===== config.mk =====
export PLATFORM = sky130hd
export DESIGN_NAME = scdTop
export DESIGN_NICKNAME = d
export VERILOG_FILES = /design/src/rtl/scdPkg.sv /design/src/rtl/scadAdder.sv /design/src/rtl/countRegs.sv /design/src/rtl/pcFlags.sv /design/src/rtl/diagRead.sv /design/src/rtl/scdTop.sv
export SDC_FILE = /design/constraint.sdc
export NUM_CORES = 1
export LEC_CHECK = 0
export ABC_AREA = 1
export BUFFER_PORTS_ARGS = -buffer_cell sky130_fd_sc_hd__buf_2
export CORE_MARGIN = 10
export CORE_UTILIZATION = 27
export DETAILED_ROUTE_END_ITERATION = 16
export PLACE_DENSITY = 0.57
export REMOVE_ABC_BUFFERS = 1
export SKIP_LAST_GASP = 1
export SLEW_MARGIN = 5
export SYNTH_ARGS = -nofsm -noshare
export SYNTH_HDL_FRONTEND = slang
export SYNTH_SLANG_ARGS = --single-unit

===== constraint.sdc =====
create_clock -name clk -period 6.4 [get_ports clk]
set_input_delay 0.64 -clock clk [delete_from_list [all_inputs] [get_ports clk]]
set_output_delay 0.64 -clock clk [all_outputs]
set_load 0.005 [all_outputs]

===== src/rtl/scdPkg.sv =====
package scdPkg;

  // Word and field widths
  localparam int ArWidth    = 36;
  localparam int CountWidth = 10;
  localparam int MagicWidth = 9;

  // Bit 35 is the sign, the leftmost bit of the word
  typedef logic [ArWidth-1:0]    arWordT;
  typedef logic [CountWidth-1:0] countT;
  typedef logic [MagicWidth-1:0] magicT;

  // SCAD adder functions in microcode order
  typedef enum logic [2:0] {
    scadA             = 3'd0,
    scadAMinusBMinus1 = 3'd1,
    scadAPlusB        = 3'd2,
    scadAMinus1       = 3'd3,
    scadAPlus1        = 3'd4,
    scadAMinusB       = 3'd5,
    scadOr            = 3'd6,
    scadAnd           = 3'd7
  } scadFuncE;

  typedef enum logic [1:0] {
    selFe     = 2'd0,
    selArExp  = 2'd1,
    selArPos  = 2'd2,
    selMagicA = 2'd3
  } scadASelE;

  typedef enum logic [1:0] {
    selSc        = 2'd0,
    selArShift   = 2'd1,
    selArHighExp = 2'd2,
    selMagicB    = 2'd3
  } scadBSelE;

  typedef enum logic [1:0] {
    feHold       = 2'd0,
    feLoad       = 2'd1,
    feShiftRight = 2'd2
  } feOpE;

  typedef enum logic [1:0] {
    scHold     = 2'd0,
    scLoadScad = 2'd1,
    scLoadFe   = 2'd2,
    scLoadAr   = 2'd3
  } scOpE;

  // Codes 6 and 7 are spare and act as hold
  typedef enum logic [2:0] {
    flagHold     = 3'd0,
    flagSetAd    = 3'd1,
    flagLoad     = 3'd2,
    flagMagic    = 3'd3,
    flagExpTest  = 3'd4,
    flagDispatch = 3'd5
  } flagOpE;

  // Microword fields used by this section
  typedef struct packed {
    scadFuncE scadFunc;
    scadASelE aSel;
    scadBSelE bSel;
    feOpE     feOp;
    scOpE     scOp;
    flagOpE   flagOp;
    magicT    magic;
  } microT;

  typedef struct packed {
    countT sum;
    logic  sign;
  } scadResultT;

  typedef struct packed {
    countT fe;
    countT sc;
    logic  feSign;
    logic  scGe36;
    logic  sc36To63;
    logic  scadZero;
  } countStateT;

  typedef struct packed {
    logic ov;
    logic cry0;
    logic cry1;
    logic fov;
    logic fxu;
    logic divChk;
    logic fpd;
    logic pcp;
    logic trapReq1;
    logic trapReq2;
    logic trapCyc1;
    logic trapCyc2;
  } pcFlagsT;

  // Status from the main adder in the data path
  typedef struct packed {
    logic adOverflow;
    logic adCarryMinus2;
    logic adCarry1;
  } adStatusT;

  typedef logic [CountWidth-1:0] diagWordT;

endpackage


===== src/rtl/scadAdder.sv =====
`timescale 1ns/1ns

module scadAdder (
  input  logic               clk,
  input  logic               reset,
  input  scdPkg::microT      micro,
  input  scdPkg::arWordT     ar,
  input  scdPkg::countT      fe,
  input  scdPkg::countT      sc,
  output scdPkg::scadResultT scadResult
);

  // One extra bit above the count width carries the sign
  logic [scdPkg::CountWidth:0] opA;
  logic [scdPkg::CountWidth:0] opB;
  logic [scdPkg::CountWidth:0] result;

  always_comb begin
    case (micro.aSel)
      scdPkg::selFe:    opA = {fe[9], fe};
      // Exponent in magnitude form for negative words
      scdPkg::selArExp: opA = {3'b000, ar[34:27] ^ {8{ar[35]}}};
      scdPkg::selArPos: opA = {5'b00000, ar[35:30]};
      default:          opA = {{2{micro.magic[8]}}, micro.magic};
    endcase
  end

  always_comb begin
    case (micro.bSel)
      scdPkg::selSc:        opB = {sc[9], sc};
      scdPkg::selArShift:   opB = {5'b00000, ar[29:24]};
      scdPkg::selArHighExp: opB = {{2{ar[35]}}, ar[35:27]};
      default:              opB = {{2{micro.magic[8]}}, micro.magic};
    endcase
  end

  always_comb begin
    case (micro.scadFunc)
      scdPkg::scadA:             result = opA;
      scdPkg::scadAMinusBMinus1: result = opA + ~opB;
      scdPkg::scadAPlusB:        result = opA + opB;
      scdPkg::scadAMinus1:       result = opA - 11'd1;
      scdPkg::scadAPlus1:        result = opA + 11'd1;
      scdPkg::scadAMinusB:       result = opA - opB;
      scdPkg::scadOr:            result = opA | opB;
      default:                   result = opA & opB;
    endcase
  end

  always_comb begin
    scadResult.sum  = result[scdPkg::CountWidth-1:0];
    scadResult.sign = result[scdPkg::CountWidth];
  end

  // The function field feeds both count registers and the flags
  scadFuncKnown: assert property (
    @(posedge clk) disable iff (reset) !$isunknown(micro.scadFunc)
  ) else $error("SCAD function is unknown");

endmodule


===== src/rtl/countRegs.sv =====
`timescale 1ns/1ns

module countRegs (
  input  logic               clk,
  input  logic               reset,
  input  scdPkg::microT      micro,
  input  scdPkg::arWordT     ar,
  input  scdPkg::scadResultT scadResult,
  output scdPkg::countStateT countState
);

  scdPkg::countT fe;
  scdPkg::countT sc;
  logic          feSign;
  logic          sc36To63;

  // FE holds an exponent; shifting right keeps its sign
  always_ff @(posedge clk) begin
    if (reset) begin
      fe     <= '0;
      feSign <= 1'b0;
    end else begin
      case (micro.feOp)
        scdPkg::feLoad: begin
          fe     <= scadResult.sum;
          feSign <= scadResult.sign;
        end
        scdPkg::feShiftRight: fe <= {feSign, fe[scdPkg::CountWidth-1:1]};
        default: fe <= fe;
      endcase
    end
  end

  always_ff @(posedge clk) begin
    if (reset) begin
      sc <= '0;
    end else begin
      case (micro.scOp)
        scdPkg::scLoadScad: sc <= scadResult.sum;
        scdPkg::scLoadFe:   sc <= fe;
        scdPkg::scLoadAr:   sc <= ar[scdPkg::CountWidth-1:0];
        default:            sc <= sc;
      endcase
    end
  end

  assign sc36To63 = sc[5] & |sc[4:2];

  always_comb begin
    countState.fe       = fe;
    countState.sc       = sc;
    countState.feSign   = feSign;
    countState.sc36To63 = sc36To63;
    // Either 64 and up, or in the 36 to 63 band
    countState.scGe36   = |sc[9:6] | sc36To63;
    countState.scadZero = scadResult.sum == '0;
  end

  // Microcode never shifts FE while SC copies it
  noShiftWhileCopy: assert property (
    @(posedge clk) disable iff (reset)
      !(micro.feOp == scdPkg::feShiftRight && micro.scOp == scdPkg::scLoadFe)
  ) else $error("FE shift paired with SC load from FE");

endmodule


===== src/rtl/pcFlags.sv =====
`timescale 1ns/1ns

module pcFlags (
  input  logic               clk,
  input  logic               reset,
  input  scdPkg::microT      micro,
  input  scdPkg::arWordT     ar,
  input  scdPkg::adStatusT   adStatus,
  input  logic               trapEnable,
  input  scdPkg::scadResultT scadResult,
  output scdPkg::pcFlagsT    flags
);

  scdPkg::pcFlagsT flagsNext;
  logic            expOverflow;

  // Exponent left its range when the carry out disagrees with bit 9
  assign expOverflow = scadResult.sign ^ scadResult.sum[scdPkg::CountWidth-1];

  always_comb begin
    flagsNext = flags;
    case (micro.flagOp)
      scdPkg::flagSetAd: begin
        flagsNext.ov       = flags.ov | adStatus.adOverflow;
        flagsNext.trapReq1 = flags.trapReq1 | adStatus.adOverflow;
        flagsNext.cry0     = flags.cry0 | adStatus.adCarryMinus2;
        flagsNext.cry1     = flags.cry1 | adStatus.adCarry1;
      end
      scdPkg::flagLoad: begin
        // Flag word layout from the left end of AR
        flagsNext.ov       = ar[35];
        flagsNext.cry0     = ar[34];
        flagsNext.cry1     = ar[33];
        flagsNext.fov      = ar[32];
        flagsNext.fpd      = ar[31];
        flagsNext.pcp      = ar[30];
        flagsNext.trapReq2 = ar[29];
        flagsNext.trapReq1 = ar[28];
        flagsNext.fxu      = ar[27];
        flagsNext.divChk   = ar[26];
        flagsNext.trapCyc1 = 1'b0;
        flagsNext.trapCyc2 = 1'b0;
      end
      scdPkg::flagMagic: begin
        flagsNext.ov       = flags.ov | micro.magic[0];
        flagsNext.fov      = flags.fov | micro.magic[0];
        flagsNext.fpd      = flags.fpd | micro.magic[2];
        flagsNext.trapReq2 = flags.trapReq2 | micro.magic[3];
        flagsNext.trapReq1 = flags.trapReq1 | micro.magic[4];
        flagsNext.fxu      = flags.fxu | micro.magic[5];
        flagsNext.divChk   = flags.divChk | micro.magic[6];
      end
      scdPkg::flagExpTest: begin
        flagsNext.ov       = flags.ov | expOverflow;
        flagsNext.fov      = flags.fov | expOverflow;
        flagsNext.trapReq1 = flags.trapReq1 | expOverflow;
        flagsNext.fxu      = flags.fxu | scadResult.sign;
      end
      scdPkg::flagDispatch: begin
        if (trapEnable) begin
          flagsNext.trapCyc1 = flags.trapReq1;
          flagsNext.trapCyc2 = flags.trapReq2;
        end
        flagsNext.trapReq1 = 1'b0;
        flagsNext.trapReq2 = 1'b0;
      end
      default: flagsNext = flags;
    endcase
  end

  always_ff @(posedge clk) begin
    if (reset) begin
      flags <= '0;
    end else begin
      flags <= flagsNext;
    end
  end

  // Only one trap cycle may run at a time
  oneTrapCycle: assert property (
    @(posedge clk) disable iff (reset) !(flags.trapCyc1 && flags.trapCyc2)
  ) else $error("Both trap cycles active");

endmodule


===== src/rtl/diagRead.sv =====
`timescale 1ns/1ns

module diagRead (
  input  logic               clk,
  input  logic               reset,
  input  logic               diagEnable,
  input  logic [2:0]         diagSel,
  input  scdPkg::countStateT countState,
  input  scdPkg::pcFlagsT    flags,
  output scdPkg::diagWordT   diag
);

  scdPkg::diagWordT word;

  // First listed bit sits highest in each packed word
  always_comb begin
    case (diagSel)
      3'd0: word = countState.sc;
      3'd1: word = countState.fe;
      3'd2: word = {2'b00, flags.ov, flags.cry0, flags.cry1, flags.fov,
                    flags.fxu, flags.divChk, flags.fpd, flags.pcp};
      3'd3: word = {2'b00, flags.trapReq1, flags.trapReq2,
                    flags.trapCyc1, flags.trapCyc2,
                    countState.scadZero, countState.scGe36,
                    countState.sc36To63, countState.feSign};
      default: word = '0;
    endcase
  end

  always_ff @(posedge clk) begin
    if (reset) begin
      diag <= '0;
    end else if (diagEnable) begin
      diag <= word;
    end else begin
      diag <= '0;
    end
  end

endmodule


===== src/rtl/scdTop.sv =====
`timescale 1ns/1ns

module scdTop (
  input  logic               clk,
  input  logic               reset,
  input  scdPkg::microT      micro,
  input  scdPkg::arWordT     ar,
  input  scdPkg::adStatusT   adStatus,
  input  logic               trapEnable,
  input  logic               diagEnable,
  input  logic [2:0]         diagSel,
  output scdPkg::countStateT countState,
  output scdPkg::pcFlagsT    flags,
  output scdPkg::diagWordT   diag
);

  scdPkg::scadResultT scadResult;

  // Exponent and shift count path
  scadAdder iScadAdder (
    .clk        (clk),
    .reset      (reset),
    .micro      (micro),
    .ar         (ar),
    .fe         (countState.fe),
    .sc         (countState.sc),
    .scadResult (scadResult)
  );

  countRegs iCountRegs (
    .clk        (clk),
    .reset      (reset),
    .micro      (micro),
    .ar         (ar),
    .scadResult (scadResult),
    .countState (countState)
  );

  pcFlags iPcFlags (
    .clk        (clk),
    .reset      (reset),
    .micro      (micro),
    .ar         (ar),
    .adStatus   (adStatus),
    .trapEnable (trapEnable),
    .scadResult (scadResult),
    .flags      (flags)
  );

  // Readout sees the registered state, so it lags one more cycle
  diagRead iDiagRead (
    .clk        (clk),
    .reset      (reset),
    .diagEnable (diagEnable),
    .diagSel    (diagSel),
    .countState (countState),
    .flags      (flags),
    .diag       (diag)
  );

endmodule


==> results of run 1 <==
flip-flops by register name, summed over array words and instances, names as in the netlist:
register and count:
iDiagRead.diag 10, iPcFlags.flags 12, iCountRegs.fe 10, iCountRegs.sc 10, iCountRegs.feSign 1
stage by stage:
stage | std cells | setup WS (ns) | utilization, % | power, W
after floorplan | 681 | 2.24 | - | 0.000610
after global placement | 992 | 1.19 | 32.0 | 0.000782
after detailed placement | 992 | 1.19 | 32.0 | 0.000781
after CTS | 1000 | 1.16 | 33.3 | 0.00111
after global routing | 1000 | 0.687 | 33.3 | 0.00119
final | 1001 | 1.12 | 33.3 | 0.00111
synthesized netlist by cell type, types with 8 or more instances:
cell type	count
nand4_1	10
inv_2	8
nand3_1	49
clkbuf_1	8
o21ai_0	76
nor3_1	13
a31oi_1	14
o211ai_1	10
inv_1	106
nor2_1	58
nand2_1	142
o22ai_1	11
ha_1	16
a221oi_1	16
a21oi_1	40
dfxtp_1	43
power groups by stage:
stage	combinational [W]	sequential, W	clock (W)
CTS	0.000454	0.000324	0.000332
global placement	0.000452	0.000330	0
finish	0.000458	0.000324	0.000329
detailed placement	0.000452	0.000329	0
global route	0.000514	0.000328	0.000344
floorplan	0.000293	0.000318	0
worst reg2reg max path, cell delays in order (launching register included):
cell,delay (ns)
dfxtp_1,0.39
inv_1,0.13
o211ai_1,0.23
o21ai_2,0.18
nor3_2,0.27
nand3_1,0.14
nor2_1,0.22
inv_1,0.08
nand2_1,0.07
a21oi_1,0.07
a311oi_1,0.37
ha_1,0.36
inv_1,0.09
o21ai_0,0.09
o21bai_1,0.17
or2_2,0.28
nand3_1,0.08
o2111ai_1,0.22
nor2_1,0.19
nand4_1,0.20
a21oi_1,0.21
worst paths after layout:
kind	slack (ns)	cells after the start	startpoint	endpoint
setup / recovery	1.12	22	micro[17]	countState[0]
hold / removal	0.49	2	iPcFlags.flags[1]	iPcFlags.flags[1]
setup reg to reg	2.29	20	iCountRegs.sc[1]	iDiagRead.diag[3]
hold reg to reg	0.49	2	iPcFlags.flags[1]	iPcFlags.flags[1]
routing by layer:
layer | up-vias | track usage, % | part of all wire [%]
met1 | 2372 | 21.5 | 45
met4 | 0 | 3.51 | 1.6
met2 | 216 | 25.5 | 45
met3 | 27 | 3.03 | 8.6
li1 | 2584 | - | -
met5 | - | 0 | 0
cell type report:
| type | count | share of cell area, % |
|---|---|---|
| Antenna cell | 1 | 0.0493 |
| Clock buffer | 6 | 2.54 |
| Clock inverter | 2 | 1.18 |
| Inverter | 117 | 8.65 |
| Multi-Input combinational cell | 521 | 55.6 |
| Sequential cell | 43 | 16.9 |
| Tap cell | 211 | 5.20 |
| Timing Repair Buffer | 100 | 9.85 |
logic make-up (layout without fill, tap and decap cells):
| kind of cell | after synthesis | count (layout) | share of synthesized area (%) |
|---|---|---|---|
| compound gates | 202 | 202 | 29.4 |
| flops | 43 | 43 | 20.5 |
| buf+inv | 134 | 225 | 12.4 |
| simple gates | 299 | 299 | 31.9 |
| fa+ha+maj | 17 | 17 | 5.23 |
| xor+xnor | 3 | 3 | 0.625 |
| other cells | 0 | 1 | 0 |
==> results.txt, run 1 <==
----------------------------------------------------
[Setup path]
  Sequence of cells on the critical path ... buf_2 -> nor2_2 -> inv_1 -> o211ai_1 -> o21ai_2 -> nor3_2 -> nand3_1 -> nor2_1 -> inv_1 -> nand2_1 -> a21oi_1 -> a311oi_1 -> ha_1 -> inv_1 -> o21ai_0 -> o21bai_1 -> or2_2 -> nand3_1 -> o2111ai_1 -> nor2_1 -> and3_1 -> buf_2
  Delay-heaviest family, CP ... simple AND/OR/NAND/NOR gates
  Sort of element at the start of the critical path ... input port
  Worst path buffer plus inverter count ... 5
  Critical path type ... input port to primary output
  Biggest fanout along the worst timing path ... 14
  Worst EP required ... 5.76 ns
  Worst Setup End Kind ... primary output
  Critical Path Most Common Cell ... inv_1
  Standard cell with the maximum stage delay on the critical path ... a311oi_1
  Max stage delay on crit path ... 0.37 ns
  Arrival time at the worst endpoint ... 4.64 ns

[Power]
  Clock network power share ... 29.6%
  Sw frac ... 39.5%
  Total power divided by cell area ... 219 nW/um2
  Internal power component ... 0.000672 W
  Largest vdd supply drop ... 0.139 mV
  Switching power ... 0.000439 W
  Sequential share of power ... 29.2%
  Combinational fraction of design power ... 41.2%
  Leakage power summed over all cells ... 2.37 nW

[STA]
  Final clock skew ... 0.00729 ns
  Setup TNS Final ... 0 ns
  Setup violations, final ... 0
  Final Cycle Share ... 82.5%
  Least-Margin Pin Slew ... 1.08 ns
  Hold slack ... 0.492 ns
  Max Transition Viols Final ... 0
  Unrepaired setup endpoints after global routing ... false
  Minimum clock period after layout ... 5.28 ns
  Final Hold Fails ... 0
  F_max ... 189 MHz
  Max_slew headroom ... 27.2%

[Route]
  Number of design rule violations left after detail routing ... 0
  DR pass1 iterations ... 5
  Number of vias after detailed routing ... 5199
  Wirelength per Cell ... 17.5 um
  Post-detailed-route count of antenna-violating nets ... 0
  Number of violations reported at the end of detailed-routing iteration 0 ... 582
  Routed WL ... 17.5 mm
  Number of vias per cell after detailed routing ... 5.19

[Synthesis]
  Proportion of synthesized chip area in sequential cells ... 20.5%
  Leading post-synthesis cells by cell area ... dfxtp_1, nand2_1, inv_1
  Number of warnings reported in the yosys synthesis log ... 0
  Synth Instances ... 698
  Leading register cell type out of synthesis ... dfxtp_1
  Number of register bits inferred by synthesis ... 43
  Post-synth cell types ... 50
  Cell area after synthesis ... 4210 um2
  EDFF count, synth ... 0
  Top-area cell type share of the netlist area ... 20.5%
  Async set-or-reset flop fraction in the synthesized netlist ... 0%
  Yosys top cell by area ... dfxtp_1
  Post-synthesis area per instance ... 6.03 um2

[Floorplanning]
  Count of standard-cell rows ... 45
  Core footprint ... 15300 um2
  Vert. Die Dim ... 145 um
  Floorplan die area ... 21000 um2
  Initial core utilization ... 27.6%
  Top Ports ... 115
  Die width ... 145 um

[Layout]
  Number of nets in the final layout ... 874
  Layout cells sized above 1 ... 18.0%
  Total non-filler cell area in the finished layout ... 5080 um2
  Layout area overhead ... 20.7%
  Most used cells in the layout excluding fill and tap cells ... nand2_1, inv_1, buf_2
  Most common cell after layout, fill and taps aside ... nand2_1
  Number of fillers in the final layout ... 1694
  Sequential cell area ... 861 um2
  Area of the multi-input gates ... 2820 um2

[Clock tree]
  Number of sinks on the clock net ... 43
  H-tree levels ... 2
  Resize count post-CTS ... 0
  CTS tree ... yes
  Clock slew at reported path FFs ... 0.06 ns
  CTS Buffer Depth ... 2
  Post-CTS Repair Setup Buffers ... 0
  Clock latency reported for the late side of the worst-skew pair ... 0.29 ns
  Number of buffers created by CTS ... 5
  Cell at the root of the clock tree ... clkbuf_16
  Hold_buf cts ... 0

[Worst hold path]
  Worst min-delay path class ... flip-flop to flip-flop

[Placement]
  HPWL Detailed ... 14.3 mm
  Area of placed instances ... 4890 um2
  PortBufs ... 100
  Global placer's final weighted congestion ... 0.936

[Global routing]
  Via count of the first global-routing pass ... 4860
  Initial antenna violation count ... 1
  Pin count of the biggest net entering global routing ... 23
  Global-route wire length before repair ... 26.5 mm
  Overall track demand over capacity in global routing ... 15.9%
  Global route overflow ... 0

[Job]
  Max Cap Violations ... 0

[Status]
  Status ... complete, no violations

----------------------------------------------------
Note: power is estimated with default switching activity, not from simulation.
==> run 2: changes to the inputs <==
--- a/config.mk
+++ b/config.mk
@@ -10,7 +10,7 @@
 export CORE_MARGIN = 10
 export CORE_UTILIZATION = 27
 export DETAILED_ROUTE_END_ITERATION = 16
-export PLACE_DENSITY = 0.57
+export PLACE_DENSITY = 0.58
 export REMOVE_ABC_BUFFERS = 1
 export SKIP_LAST_GASP = 1
 export SLEW_MARGIN = 5
==> constraint.sdc (replaced) <==
create_clock -name clk -period 4.3 [get_ports clk]
set_input_delay 0.43 -clock clk [delete_from_list [all_inputs] [get_ports clk]]
set_output_delay 0.43 -clock clk [all_outputs]
set_load 0.005 [all_outputs]
==> run 2 against run 1 <==
Via count grew 8.1%. Combinational power grew 120%. Sequential cell count is the same. Setup slack lost 1.0 ns. Critical path depth shrank 2. Largest cell class unchanged. Largest power group unchanged. Highest routed layer unchanged.
==> results.txt, run 2 (same netlist as run 1, synthesis figures left out) <==
----------------------------------------------------
[Global routing]
  Global route overflow ... 0
  Global-route wire length before repair ... 28.0 mm
  Via count of the first global-routing pass ... 5207
  Initial antenna violation count ... 0
  Pin count of the biggest net entering global routing ... 23
  Overall track demand over capacity in global routing ... 16.6%

[Placement]
  PortBufs ... 100
  Global placer's final weighted congestion ... 0.949
  Post-Place Setup Slack ... -0.0571 ns
  Area of placed instances ... 5400 um2
  HPWL Detailed ... 14.8 mm

[Floorplanning]
  Vert. Die Dim ... 145 um
  Die width ... 145 um
  Top Ports ... 115
  Core footprint ... 15300 um2
  Initial core utilization ... 27.6%
  Floorplan die area ... 21000 um2
  Count of standard-cell rows ... 45

[Clock tree]
  Clock latency reported for the late side of the worst-skew pair ... 0.28 ns
  Number of buffers created by CTS ... 5
  H-tree levels ... 2
  CTS Buffer Depth ... 2
  CTS tree ... yes
  Clock slew at reported path FFs ... 0.06 ns
  Number of sinks on the clock net ... 43
  Hold_buf cts ... 0
  Cell at the root of the clock tree ... clkbuf_16

[Setup path]
  Arrival time at the worst endpoint ... 3.75 ns
  Worst EP required ... 3.87 ns
  Worst Setup End Kind ... primary output
  Critical path type ... flip-flop to primary output
  Biggest fanout along the worst timing path ... 5
  Setup slack of the worst register-to-register path ... 0.40 ns
  Sort of element at the start of the critical path ... flip-flop

[STA]
  Minimum clock period after layout ... 4.18 ns
  Max Transition Viols Final ... 0
  Final Cycle Share ... 97.3%
  Final WS setup ... 0.116 ns
  Least-Margin Pin Slew ... 1.05 ns
  F_max ... 239 MHz
  Final Hold Fails ... 0
  Setup violations, final ... 0
  Max_slew headroom ... 29.5%
  Hold slack ... 0.412 ns
  Final clock skew ... 0.00560 ns

[Power]
  Clock network power share ... 19.9%
  Total power divided by cell area ... 305 nW/um2
  Sequential share of power ... 26.0%
  Sw frac ... 41.2%
  Largest vdd supply drop ... 0.151 mV
  Combinational fraction of design power ... 54.2%
  Leakage power summed over all cells ... 2.81 nW
  Switching power ... 0.000760 W
  Internal power component ... 0.00108 W

[Worst hold path]
  Worst min-delay path class ... input port to flip-flop

[Layout]
  Layout cells sized above 1 ... 33.2%
  Flip-flop count of the largest register after layout ... 12
  Most common cell after layout, fill and taps aside ... nand2_1
  Post-route core utilization ... 39.6%
  Layout area overhead ... 43.7%
  Most used cells in the layout excluding fill and tap cells ... nand2_1, inv_1, buf_2
  Number of nets in the final layout ... 955
  Total non-filler cell area in the finished layout ... 6050 um2
  Most flops, register ... iPcFlags.flags
  Number of antenna diodes ... 0

[Route]
  Wirelength per Cell ... 17.2 um
  Post-detailed-route count of antenna-violating nets ... 0
  Number of violations reported at the end of detailed-routing iteration 0 ... 609
  Number of vias per cell after detailed routing ... 5.20
  Number of vias after detailed routing ... 5622
  Number of design rule violations left after detail routing ... 0
  Routed WL ... 18.6 mm
  DR pass1 iterations ... 5

[Job]
  Max Cap Violations ... 0

[Status]
  Status ... complete, no violations

----------------------------------------------------
-- run 2: cell types whose count changed in the layout (fill, tap and decap cells not counted), sizes merged --
cell,previous run,this run
buf,100,181
bufinv,2,0
clkbuf,6,7
clkinv,3,4
diode,1,0
-- run 2: repair_timing --
item	CTS	global route
gates resized for setup	13	89
endpoints found under the setup margin	1	6
buffers inserted	5	9
pin swaps	9	55
-- run 2: metal layers --
metal,global-route usage [%],up-vias,routed length (um),part of all wire [%]
li1,-,2736,-,-
met1,22.7,2611,8250,44
met2,26.5,244,8430,45
met3,2.48,31,1430,7.7
met4,4.15,0,469,2.5
met5,0,-,0,0
-- run 2: worst max-delay path: stages, from the launching register on --
cell,delay (ns)
dfxtp_2,0.35
inv_1,0.08
o211ai_1,0.28
o21ai_4,0.17
nor3_2,0.21
buf_4,0.16
xor2_2,0.15
o22ai_2,0.12
ha_1,0.36
nand2_1,0.11
nand2_2,0.06
nand3_2,0.07
o211ai_1,0.13
a21oi_2,0.26
o21bai_4,0.10
or2_4,0.23
nand3_2,0.08
o2111ai_4,0.13
nor2_4,0.13
and3_4,0.19
buf_6,0.09
-- run 2: power groups by stage --
stage / Clock, W / Sequential, W / Combinational, W
2_1_floorplan: 0 / 0.000473 / 0.000435
3_3_place_gp: 0 / 0.000487 / 0.000809
3_5_place_dp: 0 / 0.000486 / 0.000808
4_1_cts: 0.000369 / 0.000478 / 0.000842
5_1_grt: 0.000388 / 0.000483 / 0.00110
6_report: 0.000366 / 0.000479 / 0.000998
-- run 2: stage by stage --
| step | TNS [ns] | total power, W | cells |
|---|---|---|---|
| final | 0 | 0.00184 | 1081 |
| after global routing | -0.0776 | 0.00197 | 1081 |
| after CTS | 0 | 0.00169 | 1073 |
| after detailed placement | -0.0571 | 0.00129 | 1060 |
| after global placement | -0.137 | 0.00130 | 1060 |
| after floorplan | 0 | 0.000908 | 681 |
-- run 2: final timing paths --
kind	depth (start not counted)	startpoint	endpoint
worst min register to register	2	iPcFlags.flags[0]	iPcFlags.flags[0]
worst max register to register	26	iCountRegs.sc[1]	iPcFlags.flags[3]
worst min-delay path	3	adStatus[0]	iPcFlags.flags[9]
worst max-delay path	20	iCountRegs.sc[1]	countState[0]
-- run 2: area by class of cell --
cell class,instances,area [um2]
fill,1673,9210
sequential,43,866
inverter,117,439
clock inverter,1,5.00
multi-input combinational,521,3200
timing repair buffer,181,1140
tap,211,264
clock buffer,7,133
